===== src/source/decode_pkg.sv =====
package decode_pkg;

  ////////////////////////////////////////
  // instruction word formats
  ////////////////////////////////////////

  localparam logic [1:0] SOP2_TAG = 2'b10;
  localparam logic [1:0] SOPP_TAG = 2'b11;

  // scalar two operand
  typedef struct packed {
    logic [1:0] tag;
    logic [6:0] opcode;
    logic [6:0] sdst;
    logic [7:0] ssrc1;
    logic [7:0] ssrc0;
  } sop2_t;

  // scalar control
  typedef struct packed {
    logic [1:0]  tag;
    logic [6:0]  opcode;
    logic [6:0]  unused;
    logic [15:0] simm16;
  } sopp_t;

  // vector two operand, bit 31 is zero
  typedef struct packed {
    logic       tag;
    logic [5:0] opcode;
    logic [7:0] vdst;
    logic [7:0] vsrc1;
    logic [8:0] src0;
  } vop2_t;

  typedef union packed {
    sop2_t sop2;
    sopp_t sopp;
    vop2_t vop2;
  } instr_word_u;

  ////////////////////////////////////////
  // opcodes, format code in bits 31:24
  ////////////////////////////////////////

  localparam logic [7:0] FMT_VOP2 = 8'h00;
  localparam logic [7:0] FMT_SOP2 = 8'h02;
  localparam logic [7:0] FMT_SOPP = 8'h03;

  localparam logic [31:0] OP_S_ENDPGM       = {FMT_SOPP, 24'd1};
  localparam logic [31:0] OP_S_BRANCH       = {FMT_SOPP, 24'd2};
  localparam logic [31:0] OP_S_CBRANCH_SCC1 = {FMT_SOPP, 24'd5};
  localparam logic [31:0] OP_S_BARRIER      = {FMT_SOPP, 24'd10};
  localparam logic [31:0] OP_S_WAITCNT      = {FMT_SOPP, 24'd12};

  localparam logic [31:0] OP_S_ADD_U32      = {FMT_SOP2, 24'd0};
  localparam logic [31:0] OP_S_MOV_B32      = {FMT_SOP2, 24'd3};
  localparam logic [31:0] OP_S_MOV_B64      = {FMT_SOP2, 24'd4};
  localparam logic [31:0] OP_S_CSELECT_B32  = {FMT_SOP2, 24'd10};

  localparam logic [31:0] OP_V_MOV_B32      = {FMT_VOP2, 24'd1};
  localparam logic [31:0] OP_V_ADD_F32      = {FMT_VOP2, 24'd3};
  localparam logic [31:0] OP_V_MAC_F32      = {FMT_VOP2, 24'd31};
  localparam logic [31:0] OP_V_ADD_I32      = {FMT_VOP2, 24'd37};
  localparam logic [31:0] OP_V_ADDC_U32     = {FMT_VOP2, 24'd40};

  ////////////////////////////////////////
  // operand field codes on the 10-bit scale
  ////////////////////////////////////////

  localparam logic [9:0] FIELD_SGPR_LAST  = 10'd103;
  localparam logic [9:0] FIELD_VCC        = 10'd106;
  localparam logic [9:0] FIELD_M0         = 10'd124;
  localparam logic [9:0] FIELD_EXEC       = 10'd126;
  localparam logic [9:0] FIELD_FP_FIRST   = 10'd240;
  localparam logic [9:0] FIELD_FP_LAST    = 10'd247;
  localparam logic [9:0] FIELD_SCC        = 10'd253;
  localparam logic [9:0] FIELD_LITERAL    = 10'd255;
  localparam logic [9:0] FIELD_VGPR_FIRST = 10'd256;

  // +0.5 -0.5 +1.0 -1.0 +2.0 -2.0 +4.0 -4.0
  localparam logic [0:7][31:0] FP_CONST_TABLE = {
    32'h3F00_0000, 32'hBF00_0000, 32'h3F80_0000, 32'hBF80_0000,
    32'h4000_0000, 32'hC000_0000, 32'h4080_0000, 32'hC080_0000
  };

endpackage


===== src/source/issue_pkg.sv =====
package issue_pkg;

  typedef struct packed {
    logic [5:0] wfid;
    logic [8:0] sgpr_base;
    logic [9:0] vgpr_base;
  } wave_ctx_t;

  // width counts registers, 0 means unused
  typedef struct packed {
    logic [1:0] width;
    logic       valid;
    logic       vector;
    logic [9:0] addr;
  } op_desc_t;

  typedef struct packed {
    logic halt;
    logic barrier;
    logic branch;
    logic waitcnt;
    logic vcc_rd;
    logic vcc_wr;
    logic scc_rd;
    logic scc_wr;
    logic exec_rd;
    logic exec_wr;
    logic m0_rd;
    logic m0_wr;
  } issue_flags_t;

  typedef struct packed {
    logic vcc;
    logic scc;
    logic exec;
    logic m0;
  } special_use_t;

  localparam logic [1:0] FU_SALU = 2'd1;
  localparam logic [1:0] FU_VALU = 2'd2;
  localparam logic [1:0] FU_CTRL = 2'd3;

  typedef struct packed {
    logic [1:0]   fu;
    logic [31:0]  opcode;
    logic [15:0]  imm0;
    logic [31:0]  imm1;
    op_desc_t     src1;
    op_desc_t     src2;
    op_desc_t     src3;
    op_desc_t     dst1;
    issue_flags_t flags;
    logic [31:0]  pc;
    logic [5:0]   wfid;
  } issue_bundle_t;

endpackage


===== src/source/wave_stage_flops.sv =====
`timescale 1ns/1ps

module wave_stage_flops (
  input  logic                    clk,
  input  logic                    rst_n,
  input  logic                    in_valid,
  input  decode_pkg::instr_word_u in_instr,
  input  logic [31:0]             in_pc,
  input  issue_pkg::wave_ctx_t    in_ctx,
  output logic                    out_valid,
  output decode_pkg::instr_word_u out_instr,
  output logic [31:0]             out_pc,
  output issue_pkg::wave_ctx_t    out_ctx
);

  always_ff @(posedge clk)
  begin
    if (!rst_n)
      out_valid <= 1'b0;
    else
      out_valid <= in_valid;
  end

  // payload only moves with a valid word
  always_ff @(posedge clk)
  begin
    if (in_valid)
    begin
      out_instr <= in_instr;
      out_pc    <= in_pc;
      out_ctx   <= in_ctx;
    end
  end

endmodule


===== src/source/decode_core.sv =====
`timescale 1ns/1ps

module decode_core (
  input  decode_pkg::instr_word_u instr,
  output logic                    is_vector,
  output logic                    is_control,
  output logic [31:0]             opcode,
  output logic [15:0]             imm0,
  output logic [9:0]              src0_field,
  output logic [9:0]              src1_field,
  output logic [9:0]              dst_field
);

  import decode_pkg::*;

  // bit 31 clear marks a vector word
  assign is_vector  = (instr.vop2.tag == 1'b0);
  assign is_control = (instr.sopp.tag == SOPP_TAG);

  always_comb
  begin
    opcode     = '0;
    imm0       = '0;
    src0_field = '0;
    src1_field = '0;
    dst_field  = '0;
    if (is_vector)
    begin
      opcode     = {FMT_VOP2, 18'd0, instr.vop2.opcode};
      // src0 already spans sgpr and vgpr codes
      src0_field = {1'b0, instr.vop2.src0};
      src1_field = FIELD_VGPR_FIRST + {2'b00, instr.vop2.vsrc1};
      dst_field  = FIELD_VGPR_FIRST + {2'b00, instr.vop2.vdst};
    end
    else if (is_control)
    begin
      opcode = {FMT_SOPP, 17'd0, instr.sopp.opcode};
      imm0   = instr.sopp.simm16;
    end
    else
    begin
      // remaining tag is SOP2_TAG
      opcode     = {FMT_SOP2, 17'd0, instr.sop2.opcode};
      src0_field = {2'b00, instr.sop2.ssrc0};
      src1_field = {2'b00, instr.sop2.ssrc1};
      dst_field  = {3'b000, instr.sop2.sdst};
    end
  end

endmodule


===== src/source/flag_generator.sv =====
`timescale 1ns/1ps

module flag_generator (
  input  logic [31:0]             opcode,
  input  logic                    is_vector,
  input  logic                    is_control,
  output logic [1:0]              fu,
  output issue_pkg::issue_flags_t ctrl,
  output issue_pkg::special_use_t imp_rd,
  output issue_pkg::special_use_t imp_wr,
  output logic [1:0]              s1_width,
  output logic [1:0]              s2_width,
  output logic [1:0]              s3_width,
  output logic [1:0]              d1_width,
  output logic                    copy_d1_to_s3
);

  import decode_pkg::*;
  import issue_pkg::*;

  assign fu = is_control ? FU_CTRL : (is_vector ? FU_VALU : FU_SALU);

  always_comb
  begin
    ctrl          = '0;
    imp_rd        = '0;
    imp_wr        = '0;
    s1_width      = 2'd1;
    s2_width      = 2'd1;
    s3_width      = 2'd0;
    d1_width      = 2'd1;
    copy_d1_to_s3 = 1'b0;

    // every vector op is masked by exec
    imp_rd.exec = is_vector;

    case (opcode)
      OP_S_ENDPGM:  ctrl.halt    = 1'b1;
      OP_S_BARRIER: ctrl.barrier = 1'b1;
      OP_S_BRANCH:  ctrl.branch  = 1'b1;
      OP_S_WAITCNT: ctrl.waitcnt = 1'b1;
      OP_S_CBRANCH_SCC1:
      begin
        ctrl.branch = 1'b1;
        imp_rd.scc  = 1'b1;
      end
      OP_S_MOV_B32, OP_V_MOV_B32: s2_width = 2'd0;
      OP_S_MOV_B64:
      begin
        s1_width = 2'd2;
        s2_width = 2'd0;
        d1_width = 2'd2;
      end
      OP_S_ADD_U32:     imp_wr.scc = 1'b1;
      OP_S_CSELECT_B32: imp_rd.scc = 1'b1;
      OP_V_ADD_I32:     imp_wr.vcc = 1'b1;
      // carry in and carry out
      OP_V_ADDC_U32:
      begin
        imp_rd.vcc = 1'b1;
        imp_wr.vcc = 1'b1;
      end
      // accumulator is the destination
      OP_V_MAC_F32:
      begin
        s3_width      = 2'd1;
        copy_d1_to_s3 = 1'b1;
      end
      default: ;
    endcase

    if (is_control)
    begin
      s1_width = 2'd0;
      s2_width = 2'd0;
      d1_width = 2'd0;
    end
  end

endmodule


===== src/source/reg_field_encoder.sv =====
`timescale 1ns/1ps

module reg_field_encoder (
  input  logic [9:0]              field,
  input  issue_pkg::wave_ctx_t    ctx,
  output issue_pkg::op_desc_t     desc,
  output issue_pkg::special_use_t explicit,
  output logic                    literal_required,
  output logic                    fp_valid,
  output logic [31:0]             fp_value
);

  import decode_pkg::*;

  logic [2:0] fp_idx;

  assign fp_idx = 3'(field - FIELD_FP_FIRST);

  always_comb
  begin
    desc             = '0;
    explicit         = '0;
    literal_required = 1'b0;
    fp_valid         = 1'b0;
    fp_value         = '0;
    if (field >= FIELD_VGPR_FIRST)
    begin
      desc.valid  = 1'b1;
      desc.vector = 1'b1;
      desc.addr   = ctx.vgpr_base + (field - FIELD_VGPR_FIRST);
    end
    else if (field <= FIELD_SGPR_LAST)
    begin
      desc.valid = 1'b1;
      desc.addr  = {1'b0, ctx.sgpr_base} + field;
    end
    else if ((field >= FIELD_FP_FIRST) && (field <= FIELD_FP_LAST))
    begin
      fp_valid = 1'b1;
      fp_value = FP_CONST_TABLE[fp_idx];
    end
    else
    begin
      case (field)
        FIELD_VCC:     explicit.vcc     = 1'b1;
        FIELD_SCC:     explicit.scc     = 1'b1;
        FIELD_EXEC:    explicit.exec    = 1'b1;
        FIELD_M0:      explicit.m0      = 1'b1;
        FIELD_LITERAL: literal_required = 1'b1;
        default: ;
      endcase
    end
  end

endmodule


===== src/source/instr_collate.sv =====
`timescale 1ns/1ps

module instr_collate (
  input  logic                     clk,
  input  logic                     rst_n,
  input  logic                     in_valid,
  input  logic [31:0]              in_instr,
  input  issue_pkg::issue_bundle_t in_bundle,
  input  logic                     needs_literal,
  output logic                     issue_valid,
  output issue_pkg::issue_bundle_t issue,
  output logic [63:0]              trace_instr,
  output logic                     wave_ins_half_rqd,
  output logic [5:0]               wave_ins_half_wfid
);

  logic pending;
  logic take_literal;
  logic hold_word;

  // a word arriving while pending is the literal
  assign take_literal = in_valid & pending;
  assign hold_word    = in_valid & ~pending & needs_literal;

  assign wave_ins_half_rqd  = hold_word;
  assign wave_ins_half_wfid = in_bundle.wfid;

  ////////////////////////////////////////
  // control
  ////////////////////////////////////////

  always_ff @(posedge clk)
  begin
    if (!rst_n)
    begin
      pending     <= 1'b0;
      issue_valid <= 1'b0;
    end
    else
    begin
      pending     <= pending ? ~in_valid : hold_word;
      issue_valid <= in_valid & (pending | ~needs_literal);
    end
  end

  ////////////////////////////////////////
  // issue register
  ////////////////////////////////////////

  // held bundle sits in the issue register until its literal shows up
  always_ff @(posedge clk)
  begin
    if (take_literal)
    begin
      issue.imm1         <= in_instr;
      trace_instr[63:32] <= in_instr;
    end
    else if (in_valid)
    begin
      issue       <= in_bundle;
      trace_instr <= {32'd0, in_instr};
    end
  end

endmodule


===== src/source/decode.sv =====
`timescale 1ns/1ps

module decode (
  input  logic                     clk,
  input  logic                     rst_n,
  input  logic                     wave_instr_valid,
  input  logic [31:0]              wave_instr,
  input  logic [31:0]              wave_instr_pc,
  input  issue_pkg::wave_ctx_t     wave_ctx,
  output logic                     issue_valid,
  output issue_pkg::issue_bundle_t issue,
  output logic [63:0]              trace_instr,
  output logic                     wave_ins_half_rqd,
  output logic [5:0]               wave_ins_half_wfid
);

  import decode_pkg::*;
  import issue_pkg::*;

  logic          flop_valid;
  instr_word_u   flop_instr;
  logic [31:0]   flop_pc;
  wave_ctx_t     flop_ctx;

  logic          is_vector;
  logic          is_control;
  logic [31:0]   opcode;
  logic [15:0]   imm0;
  logic [9:0]    src0_field;
  logic [9:0]    src1_field;
  logic [9:0]    dst_field;

  logic [1:0]    fu;
  issue_flags_t  ctrl_flags;
  special_use_t  imp_rd;
  special_use_t  imp_wr;
  logic          copy_d1_to_s3;

  // operand slots 0 to 2 are s1 to s3, slot 3 is d1
  logic [9:0]    enc_field [4];
  logic [1:0]    enc_width [4];
  op_desc_t      enc_desc [4];
  op_desc_t      op_desc [4];
  special_use_t  enc_spec [4];
  special_use_t  used_spec [4];
  logic [31:0]   enc_fp [4];
  logic [3:0]    enc_used;
  logic [3:0]    enc_lit;
  logic [3:0]    enc_fp_valid;

  special_use_t  rd_use;
  special_use_t  wr_use;
  issue_flags_t  flags;
  logic [31:0]   imm1;
  logic          needs_literal;
  issue_bundle_t pre_issue;

  wave_stage_flops u_flops (
    .clk       (clk),
    .rst_n     (rst_n),
    .in_valid  (wave_instr_valid),
    .in_instr  (wave_instr),
    .in_pc     (wave_instr_pc),
    .in_ctx    (wave_ctx),
    .out_valid (flop_valid),
    .out_instr (flop_instr),
    .out_pc    (flop_pc),
    .out_ctx   (flop_ctx)
  );

  decode_core u_core (
    .instr      (flop_instr),
    .is_vector  (is_vector),
    .is_control (is_control),
    .opcode     (opcode),
    .imm0       (imm0),
    .src0_field (src0_field),
    .src1_field (src1_field),
    .dst_field  (dst_field)
  );

  flag_generator u_flags (
    .opcode        (opcode),
    .is_vector     (is_vector),
    .is_control    (is_control),
    .fu            (fu),
    .ctrl          (ctrl_flags),
    .imp_rd        (imp_rd),
    .imp_wr        (imp_wr),
    .s1_width      (enc_width[0]),
    .s2_width      (enc_width[1]),
    .s3_width      (enc_width[2]),
    .d1_width      (enc_width[3]),
    .copy_d1_to_s3 (copy_d1_to_s3)
  );

  ////////////////////////////////////////
  // operand encoding
  ////////////////////////////////////////

  assign enc_field[0] = src0_field;
  assign enc_field[1] = src1_field;
  assign enc_field[2] = copy_d1_to_s3 ? dst_field : 10'd0;
  assign enc_field[3] = dst_field;

  for (genvar i = 0; i < 4; i++)
  begin : g_enc
    reg_field_encoder u_enc (
      .field            (enc_field[i]),
      .ctx              (flop_ctx),
      .desc             (enc_desc[i]),
      .explicit         (enc_spec[i]),
      .literal_required (enc_lit[i]),
      .fp_valid         (enc_fp_valid[i]),
      .fp_value         (enc_fp[i])
    );

    // an operand of width zero is ignored entirely
    assign enc_used[i]  = (enc_width[i] != 2'd0);
    assign used_spec[i] = enc_used[i] ? enc_spec[i] : '0;
    assign op_desc[i]   = '{width:  enc_width[i],
                            valid:  enc_desc[i].valid & enc_used[i],
                            vector: enc_desc[i].vector,
                            addr:   enc_desc[i].addr};
  end

  ////////////////////////////////////////
  // flag merge and immediates
  ////////////////////////////////////////

  assign rd_use = imp_rd | used_spec[0] | used_spec[1] | used_spec[2];
  assign wr_use = imp_wr | used_spec[3];

  always_comb
  begin
    flags         = ctrl_flags;
    flags.vcc_rd  = rd_use.vcc;
    flags.vcc_wr  = wr_use.vcc;
    flags.scc_rd  = rd_use.scc;
    flags.scc_wr  = wr_use.scc;
    flags.exec_rd = rd_use.exec;
    flags.exec_wr = wr_use.exec;
    flags.m0_rd   = rd_use.m0;
    flags.m0_wr   = wr_use.m0;
  end

  // first inline float constant wins, s1 before s2 before s3
  always_comb
  begin
    if (enc_used[0] && enc_fp_valid[0])
      imm1 = enc_fp[0];
    else if (enc_used[1] && enc_fp_valid[1])
      imm1 = enc_fp[1];
    else if (enc_used[2] && enc_fp_valid[2])
      imm1 = enc_fp[2];
    else
      imm1 = '0;
  end

  assign needs_literal = |(enc_lit[2:0] & enc_used[2:0]);

  always_comb
  begin
    pre_issue.fu     = fu;
    pre_issue.opcode = opcode;
    pre_issue.imm0   = imm0;
    pre_issue.imm1   = imm1;
    pre_issue.src1   = op_desc[0];
    pre_issue.src2   = op_desc[1];
    pre_issue.src3   = op_desc[2];
    pre_issue.dst1   = op_desc[3];
    pre_issue.flags  = flags;
    pre_issue.pc     = flop_pc;
    pre_issue.wfid   = flop_ctx.wfid;
  end

  instr_collate u_collate (
    .clk                (clk),
    .rst_n              (rst_n),
    .in_valid           (flop_valid),
    .in_instr           (flop_instr),
    .in_bundle          (pre_issue),
    .needs_literal      (needs_literal),
    .issue_valid        (issue_valid),
    .issue              (issue),
    .trace_instr        (trace_instr),
    .wave_ins_half_rqd  (wave_ins_half_rqd),
    .wave_ins_half_wfid (wave_ins_half_wfid)
  );

endmodule


===== config.mk =====
export PLATFORM = sky130hd
export DESIGN_NAME = decode
export DESIGN_NICKNAME = d
export VERILOG_FILES = /design/src/source/decode_pkg.sv /design/src/source/issue_pkg.sv /design/src/source/wave_stage_flops.sv /design/src/source/decode_core.sv /design/src/source/flag_generator.sv /design/src/source/reg_field_encoder.sv /design/src/source/instr_collate.sv /design/src/source/decode.sv
export SDC_FILE = /design/constraint.sdc
export NUM_CORES = 1
export LEC_CHECK = 0
export ABC_AREA = 1
export BUFFER_PORTS_ARGS = -buffer_cell sky130_fd_sc_hd__buf_2
export CAP_MARGIN = 20
export CORE_ASPECT_RATIO = 0.8
export CORE_MARGIN = 4
export CORE_UTILIZATION = 33
export CTS_CLUSTER_DIAMETER = 30
export CTS_CLUSTER_SIZE = 24
export DETAILED_ROUTE_END_ITERATION = 16
export GPL_TIMING_DRIVEN = 1
export PLACE_DENSITY = 0.65
export RECOVER_POWER = 50
export SETUP_SLACK_MARGIN = 0.1
export SLEW_MARGIN = 20
export SYNTH_ARGS = -nofsm -noshare
export SYNTH_HDL_FRONTEND = slang
export SYNTH_SLANG_ARGS = --single-unit

===== constraint.sdc =====
create_clock -name clk -period 10 [get_ports clk]
set_input_delay 2.5 -clock clk [delete_from_list [all_inputs] [get_ports clk]]
set_output_delay 2.5 -clock clk [all_outputs]
set_load 0.02 [all_outputs]

==> flow_results.org <==
** Timing
- Setup total negative slack on the finished layout was measured at 0 ns.
- In the finished design, the share of the clock period the worst path needs comes to 68.00%.
- Hold Fails Final Rpt :: 0
- Top achievable clock speed :: 147.1 MHz
- Across all hold checks on the routed design, the worst slack comes to 0.4150 ns.
- Post-Route Skew :: 0.01902 ns
- Setup Viol. Count Final :: 0
- Worst-case headroom to the max-slew limit :: -182.5%
- The smallest clock period supported by the final layout is computed as 6.800 ns.
- RSZ-0062 raised after global routing :: false
- For the pin with the worst max-slew slack, the measured transition is 4.237 ns.
- The worst path meets setup with 3.200 ns of slack.
- Max-slew violation count :: 252

** Critical path
- Kind of end point of the critical path :: output port
- Arr. time, crit path :: 4.30 ns
- The worst setup path is launched from a flip-flop.
- The critical path is of the flip-flop to output port type.
- Required time of the worst setup path :: 7.50 ns
- Along the worst path, the maximum fanout reaches 52.

** Logic synthesis
- The largest total area in the synthesized netlist belongs to edfxtp_1.
- Counting flops with an async set or reset pin after synthesis yields a share of 0%.
- Sequential share of the synthesized area :: 61.93%
- The synthesized design contains 292 register bits.
- Main synth FF type :: edfxtp_1
- Cell types with the highest counts after synthesis :: edfxtp_1, nand2_1, inv_1
- Count of flip-flops with a built-in enable after synthesis :: 289
- Top cell type's share of synthesized area :: 61.50%
- Synth Area per Inst :: 11.60 sq um
- Synthesized netlist cell count :: 1216
- The synthesized netlist contains 49 unique library cells.
- By instance count, the leading cell after synthesis is edfxtp_1.
- Ranked by total cell area, the synthesized netlist is headed by edfxtp_1, ha_1, nand2_1.
- Yosys warning count :: 0
- The synthesized netlist occupies a cell area of 14110 sq um.

** Drt
- Summed over all layers, the routed wires come to 41.48 mm.
- In the routed layout, each cell is associated on average with a via count of 4.777.
- The count of nets left with antenna violations once routing finished came out at 0.
- Total DRC errors in the routed layout :: 0
- In the final routed layout, each cell accounts on average for 19.28 um.
- The first routing iteration left 852 violations.
- Detailed-route via count :: 10275
- For this run, the detailed router's first-pass iteration total came to 5.

** CTS
- Post-CTS Hold Buffers :: 0
- Clock tree root buffer cell :: clkbuf_16
- At the later pin of the worst-skew pair, clock insertion delay measures 0.58 ns.
- Clock transition time at the flip-flop clock pins of the worst setup and hold paths :: 0.05 ns
- CTS sink count :: 292
- TritonCTS clock tree :: built
- Clock tree synthesis inserted a total of 58 buffers.
- Post-CTS setup-driven buffer insertion count :: 0
- CTS H-tree lvls :: 2
- Max Buffers Root-to-Sink :: 3
- Number of gates given a new drive strength after cts :: 0

** Cells and area
- Once layout is done, the placed cells without fillers occupy 18050 sq um.
- Ant diodes :: 0
- At the end of the flow, the number of nets in the layout was 1753.
- The area growth from synthesis to layout is 27.90%.
- Cells fill 42.89% of the core in the end.
- The post-route netlist has 27.39% of its cells at a drive strength greater than 1.
- Counting the fill cells in the layout gives 3999.
- Leaving out filler cells and counting taps, the final layout contains 2151.
- In the final layout, the multi-input gates occupy 4398 sq um.
- In the final layout, flip-flops and latches occupy 8738 sq um.

** Place
- Routability-driven placement finished with a final weighted congestion of 0.8967.
- Final HPWL from detailed placement :: 30.74 mm
- Post-Place Cell Area :: 16050 sq um
- Worst setup timing slack at the placement stage :: 4.223 ns
- Number of cells in the design after placement :: 2044
- Input and output buffers added on the ports amount to 326.

** Die
- 352 I/O pins were placed.
- Number of cell rows :: 67
- Die Wd :: 239.2 um
- Floorplan die height :: 193.0 um
- Total Die Area :: 46150 sq um
- Floorplan core area :: 42080 sq um
- Once the floorplan was initialized, standard cells occupied 33.53% of the core.

** GRT
- Entering global routing, the biggest net connects 165 pins.
- Global routing finished with a remaining overflow of 0.
- Aggregate global-route resource usage :: 17.08%
- Initial antenna violation count :: 0
- First-pass GRT wire length :: 59.27 mm
- Number of global-route vias before repair :: 9871

** Pwr
- Total power draw :: 4.010 mW
- The worst-case IR drop observed on VDD is 178.1 uV.
- PD cells :: 222.2 nW/um^2
- Lkg Pwr :: 7.945 nW

** Flow run
- Across the run, the number of max-cap violations was 3.

** Run status
- The final reports fail on capacitance limit, slew limit.
- The flow ran to the end, but the final reports show violations.

** Min path
- The path class of the tightest hold or removal check is flip-flop to flip-flop.
==> sequential cells by signal (all words and copies together), names as in the netlist <==
signal	cells
u_flops.out_ctx	25
u_collate.trace_instr	40
u_flops.out_valid	1
u_collate.pending	1
u_flops.out_instr	32
u_flops.out_pc	32
u_collate.issue_valid	1
u_collate.issue	160
==> power by group <==
group	total (mW)	internal [mW]	leakage (nW)	switching (mW)
clock network	1.98	1.32	0.959	0.655
logic	0.533	0.172	4.18	0.360
registers	1.50	1.45	2.81	0.0487
==> layer usage <==
metal  vias to the layer above  wire (um)  GRT usage [%]
met5                         -          0              0
met4                         0       1209          6.293
met3                        75       2684          3.399
met2                       400      19290          26.58
met1                      4926      18300          23.89
li1                       4874          -              -
==> cells by family (layout without fill, tap and decap cells) <==
family                     Yosys count  count (layout)  synth area share [%]
AOI/OAI and AO/OA                  154             154                 6.260
xor gates and xnor gates            24              24                 1.490
adders and majority gates          109             109                 10.09
buffers and inverters              219             578                 7.510
DFF                                292             292                 61.93
other                                1              25               0.02657
and+or+nand+nor                    417             417                 12.70
==> layout by cell type, fill, tap and decap left out, types with 4 or more instances in the layout <==
master      instances
nor4_1              4
nor2_1            127
inv_6               6
clkinvlp_4         11
nand2_1           183
o21ai_1             9
buf_4               4
edfxtp_1          289
clkinv_2            5
a22o_1              4
nand3_1            51
o21ai_0            49
buf_2             322
o22ai_1            23
conb_1             25
a21oi_1            48
clkbuf_1            5
inv_1             139
clkbuf_16          58
fa_1                8
clkinv_4            6
clkinv_1            8
xnor2_1            14
ha_1              101
nand4_1            13
bufinv_16          10
nand3b_1            8
nor3_1             20
xor2_1             10
==> final timing paths <==
check / start / end / slack (ns) / cells after the start
setup / recovery: u_flops.out_instr[31] / wave_ins_half_rqd / 3.20 / 12
hold / removal: u_flops.out_pc[29] / u_collate.issue[35] / 0.42 / 0
setup reg to reg: u_flops.out_valid / u_collate.issue[136] / 3.61 / 5
hold reg to reg: u_flops.out_pc[29] / u_collate.issue[35] / 0.42 / 0
==> worst max-delay path, cell delays in order (launching register included) <==
cell	delay, ns
edfxtp_1	0.31
buf_4	0.45
inv_1	0.63
nor2_1	0.42
nand2_1	0.13
o21ai_0	0.27
o211ai_1	0.18
nand2_1	0.21
inv_1	0.21
nor2_2	0.21
nand4_1	0.17
a21boi_1	0.28
buf_2	0.23
==> cell type report <==
type | count | area share [%]
clock inverters | 47 | 3.189
well taps | 552 | 3.827
flip-flops and latches | 292 | 48.42
inverters | 141 | 2.932
clock buffers | 60 | 8.083
repair buffers | 330 | 9.185
multi-input cells | 729 | 24.37
Power figures use the tool's default switching activity.
